===== config.mk =====
export PLATFORM = sky130hd
export DESIGN_NAME = exu_stage
export DESIGN_NICKNAME = d
export VERILOG_FILES = /design/src/exu_pkg.sv /design/src/exu_stage.sv /design/src/exu_mul.sv /design/src/exu_branch.sv /design/src/exu_alu.sv /design/src/exu_operand_fwd.sv
export VERILOG_INCLUDE_DIRS = /design/src /design/src/src
export SDC_FILE = /design/constraint.sdc
export NUM_CORES = 2
export LEC_CHECK = 0
export BUFFER_PORTS_ARGS = -buffer_cell sky130_fd_sc_hd__buf_4
export CAP_MARGIN = 15
export CORE_MARGIN = 2
export CORE_UTILIZATION = 25
export CTS_BUF_LIST = sky130_fd_sc_hd__clkbuf_8 sky130_fd_sc_hd__clkbuf_16
export DETAILED_ROUTE_END_ITERATION = 10
export PLACE_DENSITY = 0.45
export RECOVER_POWER = 25
export SYNTH_ARGS = -nofsm -noshare
export SYNTH_HDL_FRONTEND = slang
export SYNTH_SLANG_ARGS = --single-unit

===== constraint.sdc =====
create_clock -name clk -period 22.9 [get_ports clk]
set_clock_uncertainty 0.15 [all_clocks]
set_input_delay 1.145 -clock clk [delete_from_list [all_inputs] [get_ports clk]]
set_output_delay 1.145 -clock clk [all_outputs]
set_load 0.01 [all_outputs]

===== src/exu_defs.svh =====
`ifndef EXU_DEFS_SVH
`define EXU_DEFS_SVH

// datapath and register file
`define EXU_XLEN        64
`define EXU_REG_ADDR_W  5

// byte step to the next sequential instruction
`define EXU_PC_STEP     4

// rv64 shifts use six bits of operand b
`define EXU_SHAMT_W     6

// one shift-add iteration per multiplier bit
`define EXU_MUL_CYCLES  64

`endif

===== src/exu_pkg.sv =====
`include "exu_defs.svh"
`default_nettype none

package exu_pkg;

    typedef logic [`EXU_XLEN-1:0]       xlen_t;
    typedef logic [`EXU_REG_ADDR_W-1:0] reg_addr_t;

    typedef enum logic [4:0] {
        OP_ADD, OP_SUB, OP_SLL, OP_SLT, OP_SLTU,  // integer alu
        OP_XOR, OP_SRL, OP_SRA, OP_OR, OP_AND,
        OP_BEQ, OP_BNE, OP_BLT, OP_BGE, OP_BLTU, OP_BGEU,
        OP_JAL, OP_JALR,
        OP_MUL                                    // iterative, holds the stage
    } exu_op_e;

    typedef enum logic [1:0] {
        IDLE,
        BUSY,
        DONE
    } mul_state_e;

    // packet from decode
    typedef struct packed {
        exu_op_e   op;
        logic      use_imm;   // operand b from imm
        xlen_t     pc;
        reg_addr_t rd;
        reg_addr_t rs1;
        reg_addr_t rs2;
        xlen_t     src_a;     // regfile read of rs1
        xlen_t     src_b;     // regfile read of rs2
        xlen_t     imm;
    } id_ex_t;

    typedef struct packed {
        exu_op_e   op;
        xlen_t     pc;
        reg_addr_t rd;
        xlen_t     result;
        xlen_t     store_data;
    } ex_mem_t;

    // a later stage that may write rd
    typedef struct packed {
        logic      wen;
        reg_addr_t rd;
        xlen_t     data;
    } fwd_t;

endpackage

`default_nettype wire


===== src/exu_stage.sv =====
`default_nettype none

module exu_stage (
    input  wire                    clk,
    input  wire                    rst_n,
    input  wire                    valid_id_ex,
    input  wire exu_pkg::id_ex_t   id_ex,
    input  wire exu_pkg::fwd_t     mem_fwd,
    input  wire exu_pkg::fwd_t     wb_fwd,
    input  wire                    ready_ex_mem,
    input  wire                    branch_flush,
    output logic                   ready_id_ex,
    output logic                   valid_ex_mem,
    output exu_pkg::ex_mem_t       ex_mem,
    output exu_pkg::xlen_t         dnpc,
    output logic                   pc_update
);

    exu_pkg::id_ex_t id_ex_q;
    logic            valid_q;
    exu_pkg::xlen_t  src1;
    exu_pkg::xlen_t  src2;
    exu_pkg::xlen_t  alu_result;
    exu_pkg::xlen_t  product;
    logic            uses_rs2;
    logic            is_mul;
    logic            mul_start;
    logic            mul_ack;
    logic            mul_done;
    logic            mul_block;

    // id/ex register, flush beats capture
    always_ff @(posedge clk or negedge rst_n) begin
        if (!rst_n) begin
            valid_q <= 1'b0;
        end else if (branch_flush) begin
            valid_q <= 1'b0;
        end else if (ready_id_ex) begin
            valid_q <= valid_id_ex;
        end
    end

    always_ff @(posedge clk) begin
        if (ready_id_ex && !branch_flush) begin
            id_ex_q <= id_ex;
        end
    end

    // jumps and immediate forms do not read rs2
    assign uses_rs2 = !id_ex_q.use_imm
                    && (id_ex_q.op != exu_pkg::OP_JAL)
                    && (id_ex_q.op != exu_pkg::OP_JALR);

    assign is_mul    = valid_q && (id_ex_q.op == exu_pkg::OP_MUL);
    assign mul_block = is_mul && !mul_done;          // stall until product lands
    assign mul_start = is_mul && ready_ex_mem;
    assign mul_ack   = is_mul && mul_done && ready_ex_mem;

    assign ready_id_ex  = ready_ex_mem && !mul_block;
    assign valid_ex_mem = valid_q && !mul_block;

    exu_operand_fwd u_fwd (
        .rs1       (id_ex_q.rs1),
        .rs2       (id_ex_q.rs2),
        .reg_src_a (id_ex_q.src_a),
        .reg_src_b (id_ex_q.src_b),
        .uses_rs2  (uses_rs2),
        .mem_fwd   (mem_fwd),
        .wb_fwd    (wb_fwd),
        .src1      (src1),
        .src2      (src2)
    );

    exu_alu u_alu (
        .op      (id_ex_q.op),
        .use_imm (id_ex_q.use_imm),
        .pc      (id_ex_q.pc),
        .src1    (src1),
        .src2    (src2),
        .imm     (id_ex_q.imm),
        .result  (alu_result)
    );

    exu_branch u_branch (
        .op           (id_ex_q.op),
        .valid        (valid_q),
        .ready_ex_mem (ready_ex_mem),
        .pc           (id_ex_q.pc),
        .src1         (src1),
        .src2         (src2),
        .imm          (id_ex_q.imm),
        .dnpc         (dnpc),
        .pc_update    (pc_update)
    );

    exu_mul u_mul (
        .clk          (clk),
        .rst_n        (rst_n),
        .start        (mul_start),
        .ack          (mul_ack),
        .flush        (branch_flush),
        .multiplicand (src1),
        .multiplier   (src2),
        .done         (mul_done),
        .product      (product)
    );

    always_comb begin
        ex_mem.op         = id_ex_q.op;
        ex_mem.pc         = id_ex_q.pc;
        ex_mem.rd         = id_ex_q.rd;
        ex_mem.result     = is_mul ? product : alu_result;
        ex_mem.store_data = src2;  // forwarded value
    end

endmodule

`default_nettype wire


===== src/exu_mul.sv =====
`include "exu_defs.svh"
`default_nettype none

module exu_mul (
    input  wire                 clk,
    input  wire                 rst_n,
    input  wire                 start,
    input  wire                 ack,
    input  wire                 flush,
    input  wire exu_pkg::xlen_t multiplicand,
    input  wire exu_pkg::xlen_t multiplier,
    output logic                done,
    output exu_pkg::xlen_t      product
);

    localparam int CNT_W = $clog2(`EXU_MUL_CYCLES);

    exu_pkg::mul_state_e state_q;
    logic [CNT_W-1:0]    cnt_q;
    exu_pkg::xlen_t      mcand_q;   // shifts left each step
    exu_pkg::xlen_t      mplier_q;  // shifts right, lsb picks the add
    exu_pkg::xlen_t      acc_q;
    logic                last_iter;

    assign last_iter = (cnt_q == CNT_W'(`EXU_MUL_CYCLES - 1));

    always_ff @(posedge clk or negedge rst_n) begin
        if (!rst_n) begin
            state_q <= exu_pkg::IDLE;
            cnt_q   <= '0;
        end else if (flush) begin
            state_q <= exu_pkg::IDLE;  // abort, result dropped
            cnt_q   <= '0;
        end else begin
            case (state_q)
                exu_pkg::IDLE: begin
                    if (start) begin
                        state_q <= exu_pkg::BUSY;
                        cnt_q   <= '0;
                    end
                end
                exu_pkg::BUSY: begin
                    cnt_q <= cnt_q + 1'b1;
                    if (last_iter) begin
                        state_q <= exu_pkg::DONE;
                    end
                end
                exu_pkg::DONE: begin
                    if (ack) begin
                        state_q <= exu_pkg::IDLE;
                    end
                end
                default: state_q <= exu_pkg::IDLE;
            endcase
        end
    end

    always_ff @(posedge clk) begin
        if ((state_q == exu_pkg::IDLE) && start) begin
            mcand_q  <= multiplicand;
            mplier_q <= multiplier;
            acc_q    <= '0;
        end else if (state_q == exu_pkg::BUSY) begin
            if (mplier_q[0]) begin
                acc_q <= acc_q + mcand_q;  // low half only
            end
            mcand_q  <= mcand_q << 1;
            mplier_q <= mplier_q >> 1;
        end
    end

    assign done    = (state_q == exu_pkg::DONE);
    assign product = acc_q;

endmodule

`default_nettype wire


===== src/exu_branch.sv =====
`include "exu_defs.svh"
`default_nettype none

module exu_branch (
    input  wire exu_pkg::exu_op_e op,
    input  wire                   valid,
    input  wire                   ready_ex_mem,
    input  wire exu_pkg::xlen_t   pc,
    input  wire exu_pkg::xlen_t   src1,
    input  wire exu_pkg::xlen_t   src2,
    input  wire exu_pkg::xlen_t   imm,
    output exu_pkg::xlen_t        dnpc,
    output logic                  pc_update
);

    logic           taken;
    exu_pkg::xlen_t seq_pc;
    exu_pkg::xlen_t target;

    assign seq_pc = pc + exu_pkg::xlen_t'(`EXU_PC_STEP);
    assign target = (op == exu_pkg::OP_JALR) ? src1 + imm  // register relative
                                             : pc + imm;

    always_comb begin
        case (op)
            exu_pkg::OP_BEQ:  taken = (src1 == src2);
            exu_pkg::OP_BNE:  taken = (src1 != src2);
            exu_pkg::OP_BLT:  taken = $signed(src1) < $signed(src2);
            exu_pkg::OP_BGE:  taken = $signed(src1) >= $signed(src2);
            exu_pkg::OP_BLTU: taken = src1 < src2;
            exu_pkg::OP_BGEU: taken = src1 >= src2;
            exu_pkg::OP_JAL, exu_pkg::OP_JALR: begin
                taken = 1'b1;  // unconditional
            end
            default:          taken = 1'b0;
        endcase
    end

    assign dnpc = taken ? target : seq_pc;

    // redirect only once the instruction actually leaves
    assign pc_update = valid && ready_ex_mem && taken;

endmodule

`default_nettype wire


===== src/exu_alu.sv =====
`include "exu_defs.svh"
`default_nettype none

module exu_alu (
    input  wire exu_pkg::exu_op_e op,
    input  wire                   use_imm,
    input  wire exu_pkg::xlen_t   pc,
    input  wire exu_pkg::xlen_t   src1,
    input  wire exu_pkg::xlen_t   src2,
    input  wire exu_pkg::xlen_t   imm,
    output exu_pkg::xlen_t        result
);

    exu_pkg::xlen_t          op_b;
    logic [`EXU_SHAMT_W-1:0] shamt;
    exu_pkg::xlen_t          sum;
    exu_pkg::xlen_t          diff;
    logic                    lt_signed;
    logic                    lt_unsigned;

    assign op_b  = use_imm ? imm : src2;
    assign shamt = op_b[`EXU_SHAMT_W-1:0];  // upper bits ignored
    assign sum   = src1 + op_b;
    assign diff  = src1 - op_b;

    assign lt_signed   = $signed(src1) < $signed(op_b);
    assign lt_unsigned = src1 < op_b;

    always_comb begin
        case (op)
            exu_pkg::OP_ADD: begin
                result = sum;
            end
            exu_pkg::OP_SUB: begin
                result = diff;
            end
            exu_pkg::OP_SLL: begin
                result = src1 << shamt;
            end
            exu_pkg::OP_SLT: begin
                result = {{(`EXU_XLEN-1){1'b0}}, lt_signed};
            end
            exu_pkg::OP_SLTU: begin
                result = {{(`EXU_XLEN-1){1'b0}}, lt_unsigned};
            end
            exu_pkg::OP_XOR: begin
                result = src1 ^ op_b;
            end
            exu_pkg::OP_SRL: begin
                result = src1 >> shamt;
            end
            exu_pkg::OP_SRA: begin
                result = exu_pkg::xlen_t'($signed(src1) >>> shamt);  // sign fill
            end
            exu_pkg::OP_OR: begin
                result = src1 | op_b;
            end
            exu_pkg::OP_AND: begin
                result = src1 & op_b;
            end
            // link value for jumps
            exu_pkg::OP_JAL, exu_pkg::OP_JALR: begin
                result = pc + exu_pkg::xlen_t'(`EXU_PC_STEP);
            end
            default: begin
                result = sum;  // branches and mul take no alu result
            end
        endcase
    end

endmodule

`default_nettype wire


===== src/exu_operand_fwd.sv =====
`default_nettype none

module exu_operand_fwd (
    input  wire exu_pkg::reg_addr_t rs1,
    input  wire exu_pkg::reg_addr_t rs2,
    input  wire exu_pkg::xlen_t     reg_src_a,
    input  wire exu_pkg::xlen_t     reg_src_b,
    input  wire                     uses_rs2,
    input  wire exu_pkg::fwd_t      mem_fwd,
    input  wire exu_pkg::fwd_t      wb_fwd,
    output exu_pkg::xlen_t          src1,
    output exu_pkg::xlen_t          src2
);

    // youngest writer wins, x0 never forwards
    function automatic exu_pkg::xlen_t select_src(
        input exu_pkg::reg_addr_t idx,
        input exu_pkg::xlen_t     reg_val,
        input exu_pkg::fwd_t      mem,
        input exu_pkg::fwd_t      wb
    );
        logic nonzero;
        nonzero = (idx != '0);
        if (nonzero && mem.wen && (mem.rd == idx)) begin
            return mem.data;
        end
        if (nonzero && wb.wen && (wb.rd == idx)) begin
            return wb.data;
        end
        return reg_val;
    endfunction

    assign src1 = select_src(rs1, reg_src_a, mem_fwd, wb_fwd);
    assign src2 = uses_rs2 ? select_src(rs2, reg_src_b, mem_fwd, wb_fwd)
                           : reg_src_b;  // rs2 field is not a source here

endmodule

`default_nettype wire


Word level (Yosys, flattened, before mapping) --
Index checks and enable logic that the tools add are counted.
Word-level totals: register bits after elaboration 478, input bits 422, logic and storage cells 136, output and inout bits 269
Operators by class: add/sub/neg operators 7, order comparisons 6, bitwise logic cells 3, shifts and indexed selects 3, reduce and logical (&&, ||, !) cells 35, eq/ne operators 32, muxes and demuxes 35
Operators by type and width (count):
- 64-bit two-way mux | 17
- 64-bit case mux with 10 select lines | 1
- 64-bit adder | 4
- 64-bit < comparator | 4
- 64-bit >= comparator | 2
- 64-bit by 3-bit adder with 64-bit output, second input constant | 1
- 64-bit bitwise AND | 1
- 64-bit == test | 1
- 64-bit inequality test | 1
- 64-bit bitwise OR | 1
- 64-bit by 6-bit << shifter with 64-bit output | 1
- 64-bit by 6-bit >> shifter with 64-bit output | 1
- 64-bit by 6-bit >>> shifter with 64-bit output | 1
- 64-bit subtractor | 1
- 64-bit XOR | 1
- 5-bit by 4-bit == test with 1-bit output, second input constant | 8
- 1-bit logical AND | 21
- 5-bit by 3-bit == test with 1-bit output, second input constant | 4
- 5-bit == test | 4
- 5-bit == test, second input constant | 3
- 6-bit two-way mux | 2
- 6-bit case mux with 2 select lines | 1
- 5-bit by 2-bit == test with 1-bit output, second input constant | 2
- 5-bit inequality test, second input constant | 2
- other kinds (19) | 36

Depth between registers and ports, before layout --
word-level depth 12, gate-level depth with buffers 27, depth with buffers taken out 23

By module --
Synthesis repeated with hierarchy kept, for this count alone.
Unflattened totals: cells, all modules 6700, area total of the unflattened synthesis 54209.5 sq um
By module, submodules not included:
- exu_alu | times used 1, cells each 3299, area an instance 22034.9 sq um, seq. area each 0.0 sq um
- exu_mul | times used 1, cells each 1383, area an instance 11598.6 sq um, seq. area each 5325.1 sq um
- exu_stage | times used 1, cells each 436, area an instance 9778.1 sq um, seq. area each 8343.0 sq um
- exu_branch | times used 1, cells each 1178, area an instance 7990.2 sq um, seq. area each 0.0 sq um
- exu_operand_fwd | times used 1, cells each 404, area an instance 2807.7 sq um, seq. area each 0.0 sq um

Worst setup path after synthesis --
Ideal clock, no wire load.
path type register to register, start register id_ex_q (netlist bit ex_mem[200]), end register id_ex_q (netlist bit ex_mem[128]), enable pin, clock period less this slack 13.996 ns, setup time 0.920 ns, required time 21.830 ns, arrival time 12.926 ns, path buffers 3, cell stages (with the launch flop) 9, setup slack 8.904 ns, path through edfxtp_1 clkbuf_1 nor2_1 and4_1 clkbuf_1 clkbuf_1 o21ai_0 nand2_1 nor2_1
Between the ends: word-level cells in the longest chain between the ends 6
RTL lines:
- from (decl) | line exu_stage.sv:19 | exu_pkg::id_ex_t id_ex_q;
- from (signal assigned) | line exu_stage.sv:45 | id_ex_q <= id_ex;
- 5-bit == test | line exu_stage.sv:54 | assign is_mul = valid_q && (id_ex_q.op == exu_pkg::OP_MUL);
- 1-bit logical AND | line exu_stage.sv:54
- 1-bit logical AND | line exu_stage.sv:55 | assign mul_block = is_mul && !mul_done;
- 1-bit logical NOT | line exu_stage.sv:59 | assign ready_id_ex = ready_ex_mem && !mul_block;
- 1-bit logical AND | line exu_stage.sv:59
- 1-bit logical AND | line exu_stage.sv:44 | if (ready_id_ex && !branch_flush) begin
No other way between the ends. A chain may end at the register's enable or synchronous reset.

Worst setup path after layout --
start register id_ex_q[192] in the netlist's numbering, end output dnpc[26]
Between the ends: word-level cells in the longest chain between the ends 11, elaborated cells on any way between the ends 22, those cells by class order compare (4); eq/ne (4); mux (9); reduce/logical (5)
RTL lines:
- 5-bit nonzero test | line exu_operand_fwd.sv:23 | nonzero = (idx != '0);
- 1-bit logical AND (2 in series) | line exu_operand_fwd.sv:27 | if (nonzero && wb.wen && (wb.rd == idx)) begin
- 1-bit two-way mux (2 in series) | line exu_operand_fwd.sv:27
- 64-bit two-way mux | line exu_operand_fwd.sv:30 | return reg_val;
- 64-bit two-way mux (*) | line exu_operand_fwd.sv:27
- 64-bit two-way mux (*) | line exu_operand_fwd.sv:34 | assign src2 = uses_rs2 ? select_src(rs2, reg_src_b, mem_fwd, wb_fwd)
- 64-bit >= comparator, or another cell as far along | line exu_branch.sv:31 | exu_pkg::OP_BGEU: taken = src1 >= src2;
- 1-bit case mux with 7 select lines (*) | line exu_branch.sv:25 | case (op)
- 64-bit two-way mux (*) | line exu_branch.sv:39 | assign dnpc = taken ? target : seq_pc;
- to (decl) | line exu_stage.sv:15 | output exu_pkg::xlen_t dnpc,
Every way passes the cells marked *; elsewhere a longest branch is shown, timed or not. The select of a mux whose other input is x is not followed.

==> Implementation_results.wiki <==
{| class="wikitable"
! Metric !! Value
|-
| Clock sink total || about 480
|-
| Slew at the pin closest to its max-slew limit || 1.24 ns
|-
| Number of clock buffers inserted by TritonCTS || 67
|-
| Largest net degree at the start of global routing || 108
|-
| Total Die Area || between 200000 and 250000 sq um
|-
| Post-Route WL || around 330000 um
|-
| Initial DRC count || a little under 7k
|-
| Reg-to-reg critical path startpoint || ex_mem[200]
|-
| Delay of the slowest cell on the worst path || 0.86 ns
|-
| Core area || 202000 sq um
|-
| Critical register-to-register path endpoint || ex_mem[157]
|-
| Total area of multi-input combinational cells || approximately 34000 sq um
|-
| Unrepaired setup endpoints after global routing || false
|-
| Share of post-route cells with drive strength above 1 || between 10% and 20%
|-
| Max-slew headroom || approximately 16%
|-
| First-pass detailed-route iteration total || 6
|-
| Startpoint type of the worst setup path || flop
|-
| Clock-pin slew reported for the worst setup and hold paths after clock tree synthesis || roughly 0.060 ns
|-
| Placement row count || about 170
|-
| Count of distinct cell types in the synthesized netlist || 96
|-
| Number of max-cap violations || 0
|-
| Most frequent cells after synthesis || sky130_fd_sc_hd__nand2_1 (744), sky130_fd_sc_hd__o21ai_0 (702), sky130_fd_sc_hd__a21oi_1 (501)
|-
| R2R depth || 9
|-
| Setup violations, final || 0
|-
| Share of synthesized flip-flops with an asynchronous set or reset || 1.88%
|-
| Largest area contributor in the synthesized netlist || sky130_fd_sc_hd__edfxtp_1
|-
| Required @ worst endpoint || between 20 and 25 ns
|-
| TritonCTS clock tree || done
|-
| Fill cell count || approximately 22k
|-
| Slowest library cell on the worst path || sky130_fd_sc_hd__mux2i_1
|-
| DRC violations left || 0
|-
| Pwr Density || 57.5 nW/um^2
|-
| Sequential-to-total area share from yosys stat || 26.9%
|-
| Post-cts hold buffer count || 0
|-
| Final Hold Slack || 0.267 ns
|-
| CTS resizes || 0
|-
| Critical-path cell list || or4_4, o211ai_2, or2_2, buf_4, a31oi_4, o22ai_1, ha_1, nor2b_1, o21a_1, o21a_1, o21a_1, o21ai_0, a21boi_0, o41a_1, o41ai_1, nand2_1, nor4bb_1, nor4_2, buf_4, buf_4, mux2i_1, buf_4
|-
| Number of setup buffers added after CTS || 0
|-
| Flip-flop and latch area || 13700 sq um
|-
| Number of port buffers || 690
|-
| Leakage || 24.7 nW
|-
| Total overflow reported by the global router || 0
|-
| Number of H-tree branching levels || 3
|-
| Worst Path Buf+Inv || 4
|-
| Worst-case clock buffer depth || 3
|-
| Power, Total || 3.50 mW
|-
| Number of endpoints with negative hold slack in the final report || 0
|-
| Most used cell, CP || sky130_fd_sc_hd__buf_4
|-
| Critical path endpoint || dnpc[26]
|-
| Area share of the largest cell type after synthesis || 23.9%
|-
| Largest vdd supply drop || 0.0483 mV
|-
| Kind of end point of the critical path || output pin
|-
| Area added between synthesis and finish || 19.6%
|-
| Post-DR vias/cell || 5.91
|-
| Maximum net fanout on the critical path || 67
|-
| Mean area per synthesized cell || 7.84 sq um
|-
| Global-route met1 utilization || approximately 40%
|-
| Most used flip-flop cell after synthesis || sky130_fd_sc_hd__edfxtp_1
|-
| Run status || finished, final reports clean
|-
| Floorplan die height || 455 um
|-
| I/O pin count || 691
|-
| Routability congestion estimate from global placement || 1.06
|-
| Overall die width || 455 um
|-
| Min-Delay Path Class || primary input to asynchronous set/reset pin
|-
| Count of warnings emitted by yosys || 0
|-
| Final Slew Violations || 0
|-
| Inst Count DP || 9513
|-
| DR vias || 57.0k
|-
| Final HPWL from detailed placement || ~260000 um
|-
| Clock tree root buffer cell || sky130_fd_sc_hd__clkbuf_16
|-
| Start point of the critical path || id_ex_q[192]
|-
| Syn nets || roughly 7.3k
|-
| Portion of the clock cycle consumed by the worst path in the final layout || between 40 and 50%
|-
| Most Crowded Layer GR || met2
|-
| Post-synth design cell area || 50900 sq um
|-
| Reg2Reg Setup Slack || 17.53 ns
|-
| Via count of the first global-routing pass || about 54k
|-
| Gate Count Post-Synth || 6485
|-
| Count of flip-flops with a built-in enable after synthesis || 405
|-
| Top post-synthesis cells by area || sky130_fd_sc_hd__edfxtp_1 (24%), sky130_fd_sc_hd__ha_1 (9.5%), sky130_fd_sc_hd__o21ai_0 (6.9%), sky130_fd_sc_hd__mux2i_1 (6.1%), sky130_fd_sc_hd__nand2_1 (5.5%)
|-
| Initial core utilization || 25.2%
|-
| First-pass GRT wire length || roughly 440000 um
|-
| Fmax achieved || approximately 0.090 GHz
|-
| Global-route total usage across every layer || between 30 and 40%
|-
| Worst skew pair latency || 0.70 ns
|-
| Number of register bits inferred by synthesis || 478
|-
| Number of antenna violations at the first check in global routing || 40
|-
| Logic depth of the worst setup path including buffers || 22
|-
| Class of the most critical setup path || flop to output pin
|-
| Routed WL per cell || 33.7 um
|-
| Final net count || 7725
|-
| Met2 track demand over resource in global routing || a little under half
|-
| Global Route met3 Usage || between 5 and 6%
|-
| Top Family by Delay on Critical Path || compound AO/OA/AOI/OAI gates
|-
| Shortest clock period the worst path allows after layout || 11.15 ns
|-
| Crit path DAT || 9.86 ns
|-
| Post-DRT Antenna Nets || 0
|-
| Cell with the most instances after synthesis || sky130_fd_sc_hd__nand2_1
|-
| Setup TNS || 0 ns
|-
| Post-route non-filler standard cell count || around 9.7k
|}
==> sequential cells by signal, indices dropped and copies added (netlist names) <==
signal and cells:
ex_mem 74, id_ex_q 203, u_mul.cnt_q 6, u_mul.mcand_q 64, u_mul.mplier_q 64, u_mul.product 64
u_mul.state_q 2, valid_q 1
==> worst min-delay path by stage <==
| stage | cells past startpoint | endpoint | slack (ns) | from |
|---|---|---|---|---|
| after floorplan | 1 | u_mul.product[63] | 0.29 | u_mul.product[63] |
| after global placement | 1 | u_mul.product[63] | 0.31 | u_mul.product[63] |
| after detailed placement | 2 | u_mul.product[37] | 0.32 | u_mul.product[37] |
| after CTS | 1 | u_mul.cnt_q[1] | 0.08 | rst_n |
| after global routing | 1 | u_mul.cnt_q[1] | 0.30 | rst_n |
| final | 1 | u_mul.cnt_q[1] | 0.27 | rst_n |
==> metrics by stage <==
| stage | util (%) | worst slack (ns) | area, sq um |
|---|---|---|---|
| after floorplan | - | 8.90 | 50900 |
| after global placement | 29.0 | 12.12 | 58600 |
| after detailed placement | 29.0 | 12.11 | 58700 |
| after CTS | 30.1 | 11.85 | 60900 |
| after global routing | 30.1 | 11.54 | 60800 |
| final | 30.1 | 11.75 | 60800 |
==> report_power, final <==
part           internal, mW  switching (mW)  total (mW)
Sequential            0.983          0.0448        1.03
Clock                 0.617           0.453        1.07
Combinational         0.459           0.942        1.40
==> cells in the final DEF (no fill, tap or decap), drive strengths merged, types with 108 or more instances in the layout <==
| cell | instances |
|---|---|
| o22ai | 110 |
| a21o | 144 |
| nor3 | 123 |
| nor2 | 498 |
| nand3 | 196 |
| nand2 | 744 |
| clkbuf | 346 |
| inv | 311 |
| edfxtp | 405 |
| a21oi | 502 |
| o211ai | 108 |
| o21ai | 730 |
| ha | 386 |
| xnor2 | 161 |
| buf | 592 |
| mux2i | 308 |
==> worst register-to-register path: cells and delay by family (launching register included) <==
kind	cells	cell delay [ns]
simple gates	4	0.91
flops	1	0.66
buf+inv	4	3.03
compound gates	1	0.21
==> logic make-up after synthesis <==
family	count (synthesis)	share of synthesized area (%)
buf+inv	806	6.72
flops	478	26.9
xor+xnor	251	4.32
mux	343	6.84
fa+ha+maj	390	9.65
simple gates	1900	16.7
compound gates	2317	28.9
==> metal layers <==
metal / routed length [um] / share of wire (%) / vias up
li1: - / - / 24877
met1: 137000 / 42 / 28082
met2: 141000 / 44 / 3417
met3: 29300 / 9.0 / 603
met4: 17500 / 5.4 / 20
met5: 135 / 0.042 / -
==> final cells by class <==
cell class                      count  area share (%)
Antenna cell                       12          0.0494
Clock buffer                       69            2.80
Clock inverter                     54           0.848
Inverter                          296            1.84
Multi-Input combinational cell   5201            55.9
Sequential cell                   478            22.5
Tap cell                         2672            5.50
Timing Repair Buffer              869            10.6
Power figures use the tool's default switching activity.
